### src/hdl/ps2_pkg.sv
package ps2_pkg;

    // one frame is start, 8 data, parity, stop
    localparam int frame_bits = 11;

    // saturating bad-frame counter per port
    localparam int err_count_width = 8;

    // raw data byte as it came off the wire
    typedef logic [7:0] ps2_code_t;

    typedef struct packed {
        ps2_code_t code;
        logic      frame_ok; // start, parity and stop all good
    } ps2_frame_t;

endpackage

### src/hdl/charbuf_pkg.sv
package charbuf_pkg;

    localparam int buf_depth = 32;
    localparam int buf_addr_width = 5;
    localparam int num_ports = 2;

    typedef logic [buf_addr_width-1:0] buf_addr_t;

    typedef struct packed {
        logic                source; // 0 for port 0, 1 for port 1
        ps2_pkg::ps2_code_t  code;
    } char_entry_t;

endpackage

### src/hdl/character_buffer.sv
`timescale 1ns/1ns

module character_buffer (
    input  logic                     clk,
    input  logic                     reset,
    input  logic                     wr_en,
    input  charbuf_pkg::char_entry_t wr_entry,
    input  logic                     read,
    output charbuf_pkg::char_entry_t out,
    output logic                     empty,
    output logic                     full,
    output logic                     overflow
);
    import charbuf_pkg::*;

    char_entry_t mem [buf_depth];

    buf_addr_t first_addr; // head, next to be read
    buf_addr_t last_addr;  // tail, next free slot
    logic [buf_addr_width:0] count;

    logic do_write;
    logic do_read;

    assign empty = (count == '0);
    assign full  = (count == (buf_addr_width + 1)'(buf_depth));

    assign do_write = wr_en & ~full;
    assign do_read  = read & ~empty;

    // head word always visible
    assign out = mem[first_addr];

    always_ff @(posedge clk) begin
        if (do_write) begin
            mem[last_addr] <= wr_entry;
        end
    end

    always_ff @(posedge clk or posedge reset) begin
        if (reset) begin
            first_addr <= '0;
            last_addr  <= '0;
        end else begin
            if (do_write) begin
                last_addr <= last_addr + 1'b1; // wraps at depth
            end
            if (do_read) begin
                first_addr <= first_addr + 1'b1;
            end
        end
    end

    always_ff @(posedge clk or posedge reset) begin
        if (reset) begin
            count <= '0;
        end else begin
            case ({do_write, do_read})
                2'b10:   count <= count + 1'b1;
                2'b01:   count <= count - 1'b1;
                default: count <= count; // none, or both at once
            endcase
        end
    end

    always_ff @(posedge clk or posedge reset) begin
        if (reset) begin
            overflow <= 1'b0;
        end else if (wr_en && full) begin
            overflow <= 1'b1; // sticky
        end
    end

endmodule

### src/hdl/ps2_dual_input.sv
`timescale 1ns/1ns

module ps2_dual_input (
    input  logic                                clk,
    input  logic                                reset,
    input  logic [charbuf_pkg::num_ports-1:0]   ps2_clk,
    input  logic [charbuf_pkg::num_ports-1:0]   ps2_data,
    input  logic                                read,
    output charbuf_pkg::char_entry_t            out,
    output logic                                empty,
    output logic                                full,
    output logic                                overflow,
    output logic [ps2_pkg::err_count_width-1:0] err_count0,
    output logic [ps2_pkg::err_count_width-1:0] err_count1
);
    import ps2_pkg::*;
    import charbuf_pkg::*;

    ps2_frame_t           frame [num_ports];
    logic [num_ports-1:0] frame_done;
    logic                 wr_en;
    char_entry_t          wr_entry;

    ps2_frame_receiver rx0 (
        .clk        (clk),
        .reset      (reset),
        .ps2_clk    (ps2_clk[0]),
        .ps2_data   (ps2_data[0]),
        .frame      (frame[0]),
        .frame_done (frame_done[0]),
        .err_count  (err_count0)
    );

    ps2_frame_receiver rx1 (
        .clk        (clk),
        .reset      (reset),
        .ps2_clk    (ps2_clk[1]),
        .ps2_data   (ps2_data[1]),
        .frame      (frame[1]),
        .frame_done (frame_done[1]),
        .err_count  (err_count1)
    );

    write_arbiter arb0 (
        .clk        (clk),
        .reset      (reset),
        .frame      (frame),
        .frame_done (frame_done),
        .wr_en      (wr_en),
        .wr_entry   (wr_entry)
    );

    character_buffer buf0 (
        .clk        (clk),
        .reset      (reset),
        .wr_en      (wr_en),
        .wr_entry   (wr_entry),
        .read       (read),
        .out        (out),
        .empty      (empty),
        .full       (full),
        .overflow   (overflow)
    );

endmodule

### src/hdl/ps2_frame_receiver.sv
`timescale 1ns/1ns

module ps2_frame_receiver (
    input  logic                                clk,
    input  logic                                reset,
    input  logic                                ps2_clk,
    input  logic                                ps2_data,
    output ps2_pkg::ps2_frame_t                 frame,
    output logic                                frame_done,
    output logic [ps2_pkg::err_count_width-1:0] err_count
);
    import ps2_pkg::*;

    logic [1:0] clk_sync;   // two-flop synchronizers
    logic [1:0] data_sync;
    logic       clk_prev;
    logic       fall;
    logic       data_bit;

    logic [3:0] bit_cnt;
    logic       last_bit;
    logic       start_bit;
    logic       parity_bit;
    ps2_code_t  shift;
    logic       frame_good;

    always_ff @(posedge clk or posedge reset) begin
        if (reset) begin
            clk_sync  <= 2'b11; // lines idle high
            data_sync <= 2'b11;
            clk_prev  <= 1'b1;
        end else begin
            clk_sync  <= {clk_sync[0], ps2_clk};
            data_sync <= {data_sync[0], ps2_data};
            clk_prev  <= clk_sync[1];
        end
    end

    assign fall     = clk_prev & ~clk_sync[1];
    assign data_bit = data_sync[1];
    assign last_bit = (bit_cnt == 4'(frame_bits - 1));

    // odd parity over data and parity bit, stop must be high
    assign frame_good = ~start_bit & (^{shift, parity_bit}) & data_bit;

    always_ff @(posedge clk or posedge reset) begin
        if (reset) begin
            bit_cnt    <= '0;
            frame_done <= 1'b0;
            frame      <= '0;
            err_count  <= '0;
        end else begin
            frame_done <= 1'b0;
            if (fall) begin
                if (last_bit) begin
                    bit_cnt        <= '0;
                    frame_done     <= 1'b1;
                    frame.code     <= shift;
                    frame.frame_ok <= frame_good;
                    if (!frame_good && err_count != '1) begin
                        err_count <= err_count + 1'b1; // saturates at all ones
                    end
                end else begin
                    bit_cnt <= bit_cnt + 1'b1;
                end
            end
        end
    end

    always_ff @(posedge clk) begin
        if (fall) begin
            if (bit_cnt == 4'd0) begin
                start_bit <= data_bit;
            end else if (bit_cnt <= 4'd8) begin
                shift <= {data_bit, shift[7:1]}; // lsb first
            end else if (bit_cnt == 4'd9) begin
                parity_bit <= data_bit;
            end
        end
    end

endmodule

### src/hdl/write_arbiter.sv
`timescale 1ns/1ns

module write_arbiter (
    input  logic                                     clk,
    input  logic                                     reset,
    input  ps2_pkg::ps2_frame_t                      frame [charbuf_pkg::num_ports],
    input  logic [charbuf_pkg::num_ports-1:0]        frame_done,
    output logic                                     wr_en,
    output charbuf_pkg::char_entry_t                 wr_entry
);
    import charbuf_pkg::*;

    logic [num_ports-1:0] pending;
    logic [num_ports-1:0] capture;
    char_entry_t          held [num_ports];
    logic                 prio;  // port that wins a tie
    logic                 grant;

    always_comb begin
        for (int i = 0; i < num_ports; i++) begin
            capture[i] = frame_done[i] & frame[i].frame_ok;
        end
    end

    always_comb begin
        if (pending[0] && pending[1]) begin
            grant = prio;
        end else begin
            grant = pending[1];
        end
    end

    assign wr_en    = |pending;
    assign wr_entry = held[grant];

    always_ff @(posedge clk or posedge reset) begin
        if (reset) begin
            pending <= '0;
            prio    <= 1'b0;
        end else begin
            if (wr_en) begin
                pending[grant] <= 1'b0;
                prio           <= ~grant; // other port next time
            end
            for (int i = 0; i < num_ports; i++) begin
                if (capture[i]) begin
                    pending[i] <= 1'b1;
                end
            end
        end
    end

    always_ff @(posedge clk) begin
        for (int i = 0; i < num_ports; i++) begin
            if (capture[i]) begin
                held[i].source <= 1'(i);
                held[i].code   <= frame[i].code;
            end
        end
    end

endmodule

### config.mk
export PLATFORM = sky130hd
export DESIGN_NAME = ps2_dual_input
export DESIGN_NICKNAME = d
export VERILOG_FILES = /design/src/hdl/ps2_pkg.sv /design/src/hdl/charbuf_pkg.sv /design/src/hdl/character_buffer.sv /design/src/hdl/ps2_dual_input.sv /design/src/hdl/ps2_frame_receiver.sv /design/src/hdl/write_arbiter.sv
export SDC_FILE = /design/constraint.sdc
export NUM_CORES = 1
export LEC_CHECK = 0
export BUFFER_PORTS_ARGS = -buffer_cell sky130_fd_sc_hd__buf_2
export CORE_ASPECT_RATIO = 0.75
export CORE_UTILIZATION = 65
export CTS_BUF_LIST = sky130_fd_sc_hd__clkbuf_8
export DETAILED_ROUTE_END_ITERATION = 12
export PLACE_DENSITY_LB_ADDON = 0.15
export SLEW_MARGIN = 20
export SYNTH_ARGS = -nofsm -noshare
export SYNTH_HDL_FRONTEND = slang
export SYNTH_SLANG_ARGS = --single-unit
### constraint.sdc
create_clock -name clk -period 4 [get_ports clk]
set_input_delay 0.6 -clock clk [delete_from_list [all_inputs] [get_ports clk]]
set_output_delay 0.6 -clock clk [all_outputs]
set_load 0.03 [all_outputs]
# Yosys cells after proc, flatten, opt, wreduce, memory -nomap -nowiden
# Memories as Yosys holds them, arrays and structs flattened.
# Cells that the tools add are included.
# word_totals
memories	2
output_inout_bits	28
ff_bits	94
input_bits	7
ram_bits	306
word_cells	120
# op_classes
n_reduce_logical	26
add_sub_neg	8
n_eq_ne	9
n_lt_le_gt_ge	4
bitwise	23
mux	19
# memory_table
memory	words	word_bits	rd	rd_clocked_by_memory_dff	write_ports	line_no	text
buf0.mem	32	9	1	0	1	character_buffer.sv:16	char_entry_t mem [buf_depth];
arb0.held	2	9	1	0	2	write_arbiter.sv:15	char_entry_t held [num_ports];
# op_table
operator	count
$reduce_xor A9 Y1	2
$add A8 B1 Y8 const B	2
$eq A4 B4 Y1 const B	4
$ne A8 B8 Y1 const B	2
$mux W1	14
$pmux W6 S2	1
$reduce_and A3 Y1	4
$not A1 Y1	11
$add A5 B1 Y5 const B	2
$and A1 B1 Y1	10
$add A4 B1 Y4 const B	2
$le A4 B4 Y1 const B	2
$logic_not A4 Y1	2
$mux W4	2
$reduce_and A2 Y1	4
$reduce_and A4 Y1	2
$add A6 B1 Y6 const B	1
$eq A6 B6 Y1 const B	1
$logic_not A6 Y1	1
$reduce_bool A2 Y1	3
$sub A6 B1 Y6 const B	1
$logic_and A1 B1 Y1	5
$and A2 B2 Y2	1
$eq A2 B1 Y1 const B	1
8 further kinds	9

# Depth between registers and ports, before layout
# logic_depth
ltp_word	10
mapped_depth	12
mapped_depth_nobuf	11

# Hierarchy
# A second synthesis with hierarchy kept.
# hier_totals
cells_unflattened	910
hier_area_um2	16062.9
# by_module_without_submodules
module	instances	cells_each	seq_area_each_um2	area_per_inst_um2
character_buffer	1	612	9073.7	12106.6
ps2_frame_receiver	2	128	982.2	1586.5
write_arbiter	1	42	575.6	783.3

# Least setup slack after synthesis
# Ideal clock, no wire load.
# synth_path
kind	reg2reg
from	register buf0.count[1]
to	register buf0.count[5]
setup_ps	128
required_ps	3872
path_slack_ps	469
stages_incl_launch_ff	12
arrival_ps	3402
path_cell_list	dfrtp_1 nor4_1 nor3b_1 nor2b_1 clkbuf_1 ha_1 ha_1 a21o_1 a21o_1 a2111oi_0 a311oi_1 xnor2_1
# synth_via
elab_chain_len	5
word_cells_on_any_way	12
classes_between	2 x add/sub; 3 x eq/ne; 1 x mux; 4 x bitwise; 2 x reduce/logical
# synth_lines
item	line_no	text
from (decl)	character_buffer.sv:20	logic [buf_addr_width:0] count;
from (signal assigned)	character_buffer.sv:59	2'b10: count <= count + 1'b1;
from (signal assigned)	character_buffer.sv:60	2'b01: count <= count - 1'b1;
from (signal assigned)	character_buffer.sv:61	default: count <= count;
$logic_not A6 Y1 (*)	character_buffer.sv:25	assign empty = (count == '0);
named net empty	ps2_dual_input.sv:10	output logic empty,
$not A1 Y1 (*)	character_buffer.sv:29	assign do_read = read & ~empty;
$and A1 B1 Y1 (*)	character_buffer.sv:29	
named net buf0.do_read	character_buffer.sv:23	logic do_read;
$eq A2 B1 Y1 / $eq A2 B2 Y1 (equally long branches)	character_buffer.sv:58	case ({do_write, do_read})
$pmux W6 S2 / $reduce_bool A2 Y1 (equally long branches)	n/a	
# Mark *: on every way through the listed nets, which the timed path passes. The rest lies on a longest branch.
# A chain may end at the register's enable or synchronous reset.

==> impl_metrics.csv <==
group,metric,value,unit
timing,slew_viol_final,0,
clock_network,path_clk_slew,0.06,ns
clock_network,cts_tree,"built",
clock_network,cts_buffers,54,
logic_synthesis,synth_commonest_cells,"324 x edfxtp_1, 90 x mux4_2, 73 x nand2_1",
timing,max_clock_freq,0.263,GHz
logic_synthesis,ys_seq_area_share,73.7,%
min_path,whs_path_depth,1,
finish,fillerInstances,1327,
timing,fin_crit_sh,94.9,%
clock_network,holdBufCountCts,0,
setup_path,slowest_stage,"dfrtp_4",
setup_path,path_class,"reg -> out",
timing,setup_viol,0,
clock_network,h-tree-depth,2,
floorplanning,core-area,23400,µm²
logic_synthesis,postSynthAreaPerCell,19.2,µm²
logic_synthesis,synthAdderAreaFrac,1.08,%
floorplanning,die_w,182,µm
timing,period_needed,3.80,ns
finish,final_cells,1238,
clock_network,cts_root_buf,"clkbuf_8",
logic_synthesis,synthArstFlopShare,18.5,%
route,final_antenna_net_count,0,
power_and_ir_drop,p_total,10900,µW
placed_design,dpl-instance-area,16300,µm²
global_route,grt_overflow_total,0,
placed_design,portBuffers,34,
placed_design,dp.cells,1138,
power_and_ir_drop,power.density,628,nW/µm²
route,drt_wl_total,32500,µm
finish,layout-drive-gt1-share,25.6,%
route,vias_per_cell,6.54,
timing,clock_skew,0.0135,ns
floorplanning,num_rows,48,
floorplanning,initial_core_util,67.3,%
setup_path,start_kind,"flip-flop",
logic_synthesis,synth-simple-area-share,5.32,%
timing,whs,0.125,ns
global_route,grt_pass1_vias,8013,
clock_network,cts_sinks,399,
timing,tns,0,ns
logic_synthesis,syn-num-nets,841,
setup_path,critPathMaxFanout,21,
logic_synthesis,synthCells,821,
timing,worst_pin_slew,1.01,ns
floorplanning,ioPinCount,35,
finish,post-route-cell-area,17300,µm²
route,drtIter0Drc,819,
logic_synthesis,yosys_most_used_dff,"edfxtp_1",
setup_path,max_stage_delay,0.71,ns
timing,max_slew_margin,32.3,%
clock_network,post_cts_buffers,0,
finish,diodes,0,
logic_synthesis,ys_types,49,
power_and_ir_drop,p_leak,0.00623,µW
setup_path,required,3.40,ns
route,drc,0,
route,num_vias,8094,
logic_synthesis,yosysWarnings,0,
logic_synthesis,netlist_area,15800,µm²
setup_path,worst_path_most_repeated_cell,"mux4_2",
route,detail_route.wl_per_cell,26.3,µm
logic_synthesis,yosysTopAreaCell,"edfxtp_1",
placed_design,hpwl,20900,µm
setup_path,r2r_cells,10,
timing,hold_violations,0,
timing,rsz0062_at_grt,"false",
logic_synthesis,yosys-top-cells-area,"edfxtp_1 62%, mux4_2 13%, dfrtp_1 10%",
global_route,antenna_found_initial,0,
setup_path,cp_cell_sequence,"buf_4 > mux4_2 > mux4_2 > mux2_2 > buf_2",
clock_network,clk_latency,0.58,ns
logic_synthesis,synth_most_common_cell,"edfxtp_1",
run_status,status,"complete, no violations",
floorplanning,die_y,137,µm
logic_synthesis,synth-edff-count,324,
logic_synthesis,ys_seq_elements,399,
logic_synthesis,synth_top_family_by_area,"multiplexers",
placed_design,gp_congestion,0.833,
floorplanning,die-area,24900,µm²
logic_synthesis,synth_top_area_share,61.7,%
global_route,grt_usage,27.8,%
finish,final_nets,914,
global_route,grt_max_degree,44,
route,dr.pass1.iters,5,
logic_synthesis,synth_compound_area_share,1.39,%
setup_path,cp-end-kind,"primary output",
clock_network,clk_path_buf_depth,3,
setup_path,arrival,3.20,ns
global_route,grt_pass1_wl,49700,µm
logic_synthesis,synthMuxAreaShare,14.8,%
min_path,hp-class,"in -> reg",
clock_network,cts_resized,0,
job,drv_cap,0,
logic_synthesis,synth_xor_xnor_area_share,2.57,%
power_and_ir_drop,ir_worst_vdd,0.387,mV
finish,area_growth,9.70,%
report_power, final:
group,switching (µW),internal (µW),leakage (µW)
combinational,1470,1410,0.00170
clock,1460,1430,0.000583
sequential,376,4730,0.00395
final cells by class:
| class | count | area (µm²) | area share, % |
|---|---|---|---|
| flip-flops and latches | 399 | 11600 | 67.2 |
| multi-input cells | 380 | 3960 | 22.9 |
| clock buffers | 56 | 771 | 4.46 |
| well taps | 300 | 375 | 2.17 |
| repair buffers | 43 | 275 | 1.59 |
| clock inverters | 44 | 230 | 1.33 |
| inverters | 16 | 60.1 | 0.347 |
flip-flops by register name, indices dropped and copies added, names as in the netlist, 2 cells and up:
signal,count
rx1.clk_sync,2
rx0.err_count,8
buf0.mem,288
rx0.shift,8
rx0.frame,9
rx0.bit_cnt,4
rx1.err_count,8
rx1.bit_cnt,4
rx1.frame,9
rx1.data_sync,2
buf0.count,6
buf0.first_addr,5
rx0.data_sync,2
arb0.held,17
buf0.last_addr,5
rx1.shift,8
arb0.pending,2
rx0.clk_sync,2
critical path: cells and delay by family, from the launching register on:
family	cells	cell delay [ns]
muxes	3	1.39
DFF	1	0.71
buffers and inverters	2	0.51
layer usage:
metal / routed length (µm) / GRT usage (%) / up-vias
li1: - / - / 3376
met1: 14400 / 44.3 / 4267
met2: 14700 / 40.4 / 409
met3: 2960 / 5.35 / 42
met4: 479 / 6.64 / 0
met5: 0 / 0 / -
logic make-up (layout without fill, tap and decap cells):
family | count (synthesis) | count (layout)
buffers and inverters | 42 | 159
DFF | 399 | 399
muxes | 115 | 115
adders and majority gates | 13 | 13
and+or+nand+nor | 177 | 177
AOI/OAI and AO/OA | 35 | 35
xor gates and xnor gates | 40 | 40
placed cells by master, fill, tap and decap left out, types with 17 or more instances in the layout:
| master | count |
|---|---|
| clkbuf_8 | 56 |
| mux4_2 | 90 |
| inv_1 | 32 |
| xor2_1 | 19 |
| mux2_2 | 19 |
| dfrtp_1 | 62 |
| buf_2 | 34 |
| nand2_1 | 73 |
| edfxtp_1 | 324 |
| nor2_1 | 41 |
| xnor2_1 | 17 |
final timing paths:
path,from,to,slack [ns]
min in group asynchronous,reset,rx0.bit_cnt[2],0.18
worst max register to register,buf0.count[1],buf0.count[5],0.72
worst max-delay path,buf0.first_addr[0],out[7],0.20
worst min register to register,rx0.data_sync[0],rx0.data_sync[1],0.35
max in group asynchronous,reset,rx0.clk_sync[1],2.99
worst min-delay path,ps2_clk[0],rx0.clk_sync[0],0.13
through the flow:
step	setup WS [ns]	utilization, %
5_1_grt	0.0811	73.8
3_5_place_dp	0.713	69.6
4_1_cts	0.181	73.8
2_1_floorplan	0.469	-
3_3_place_gp	0.781	69.6
6_report	0.203	73.8
No activity file was read; power rests on OpenSTA's default activity.
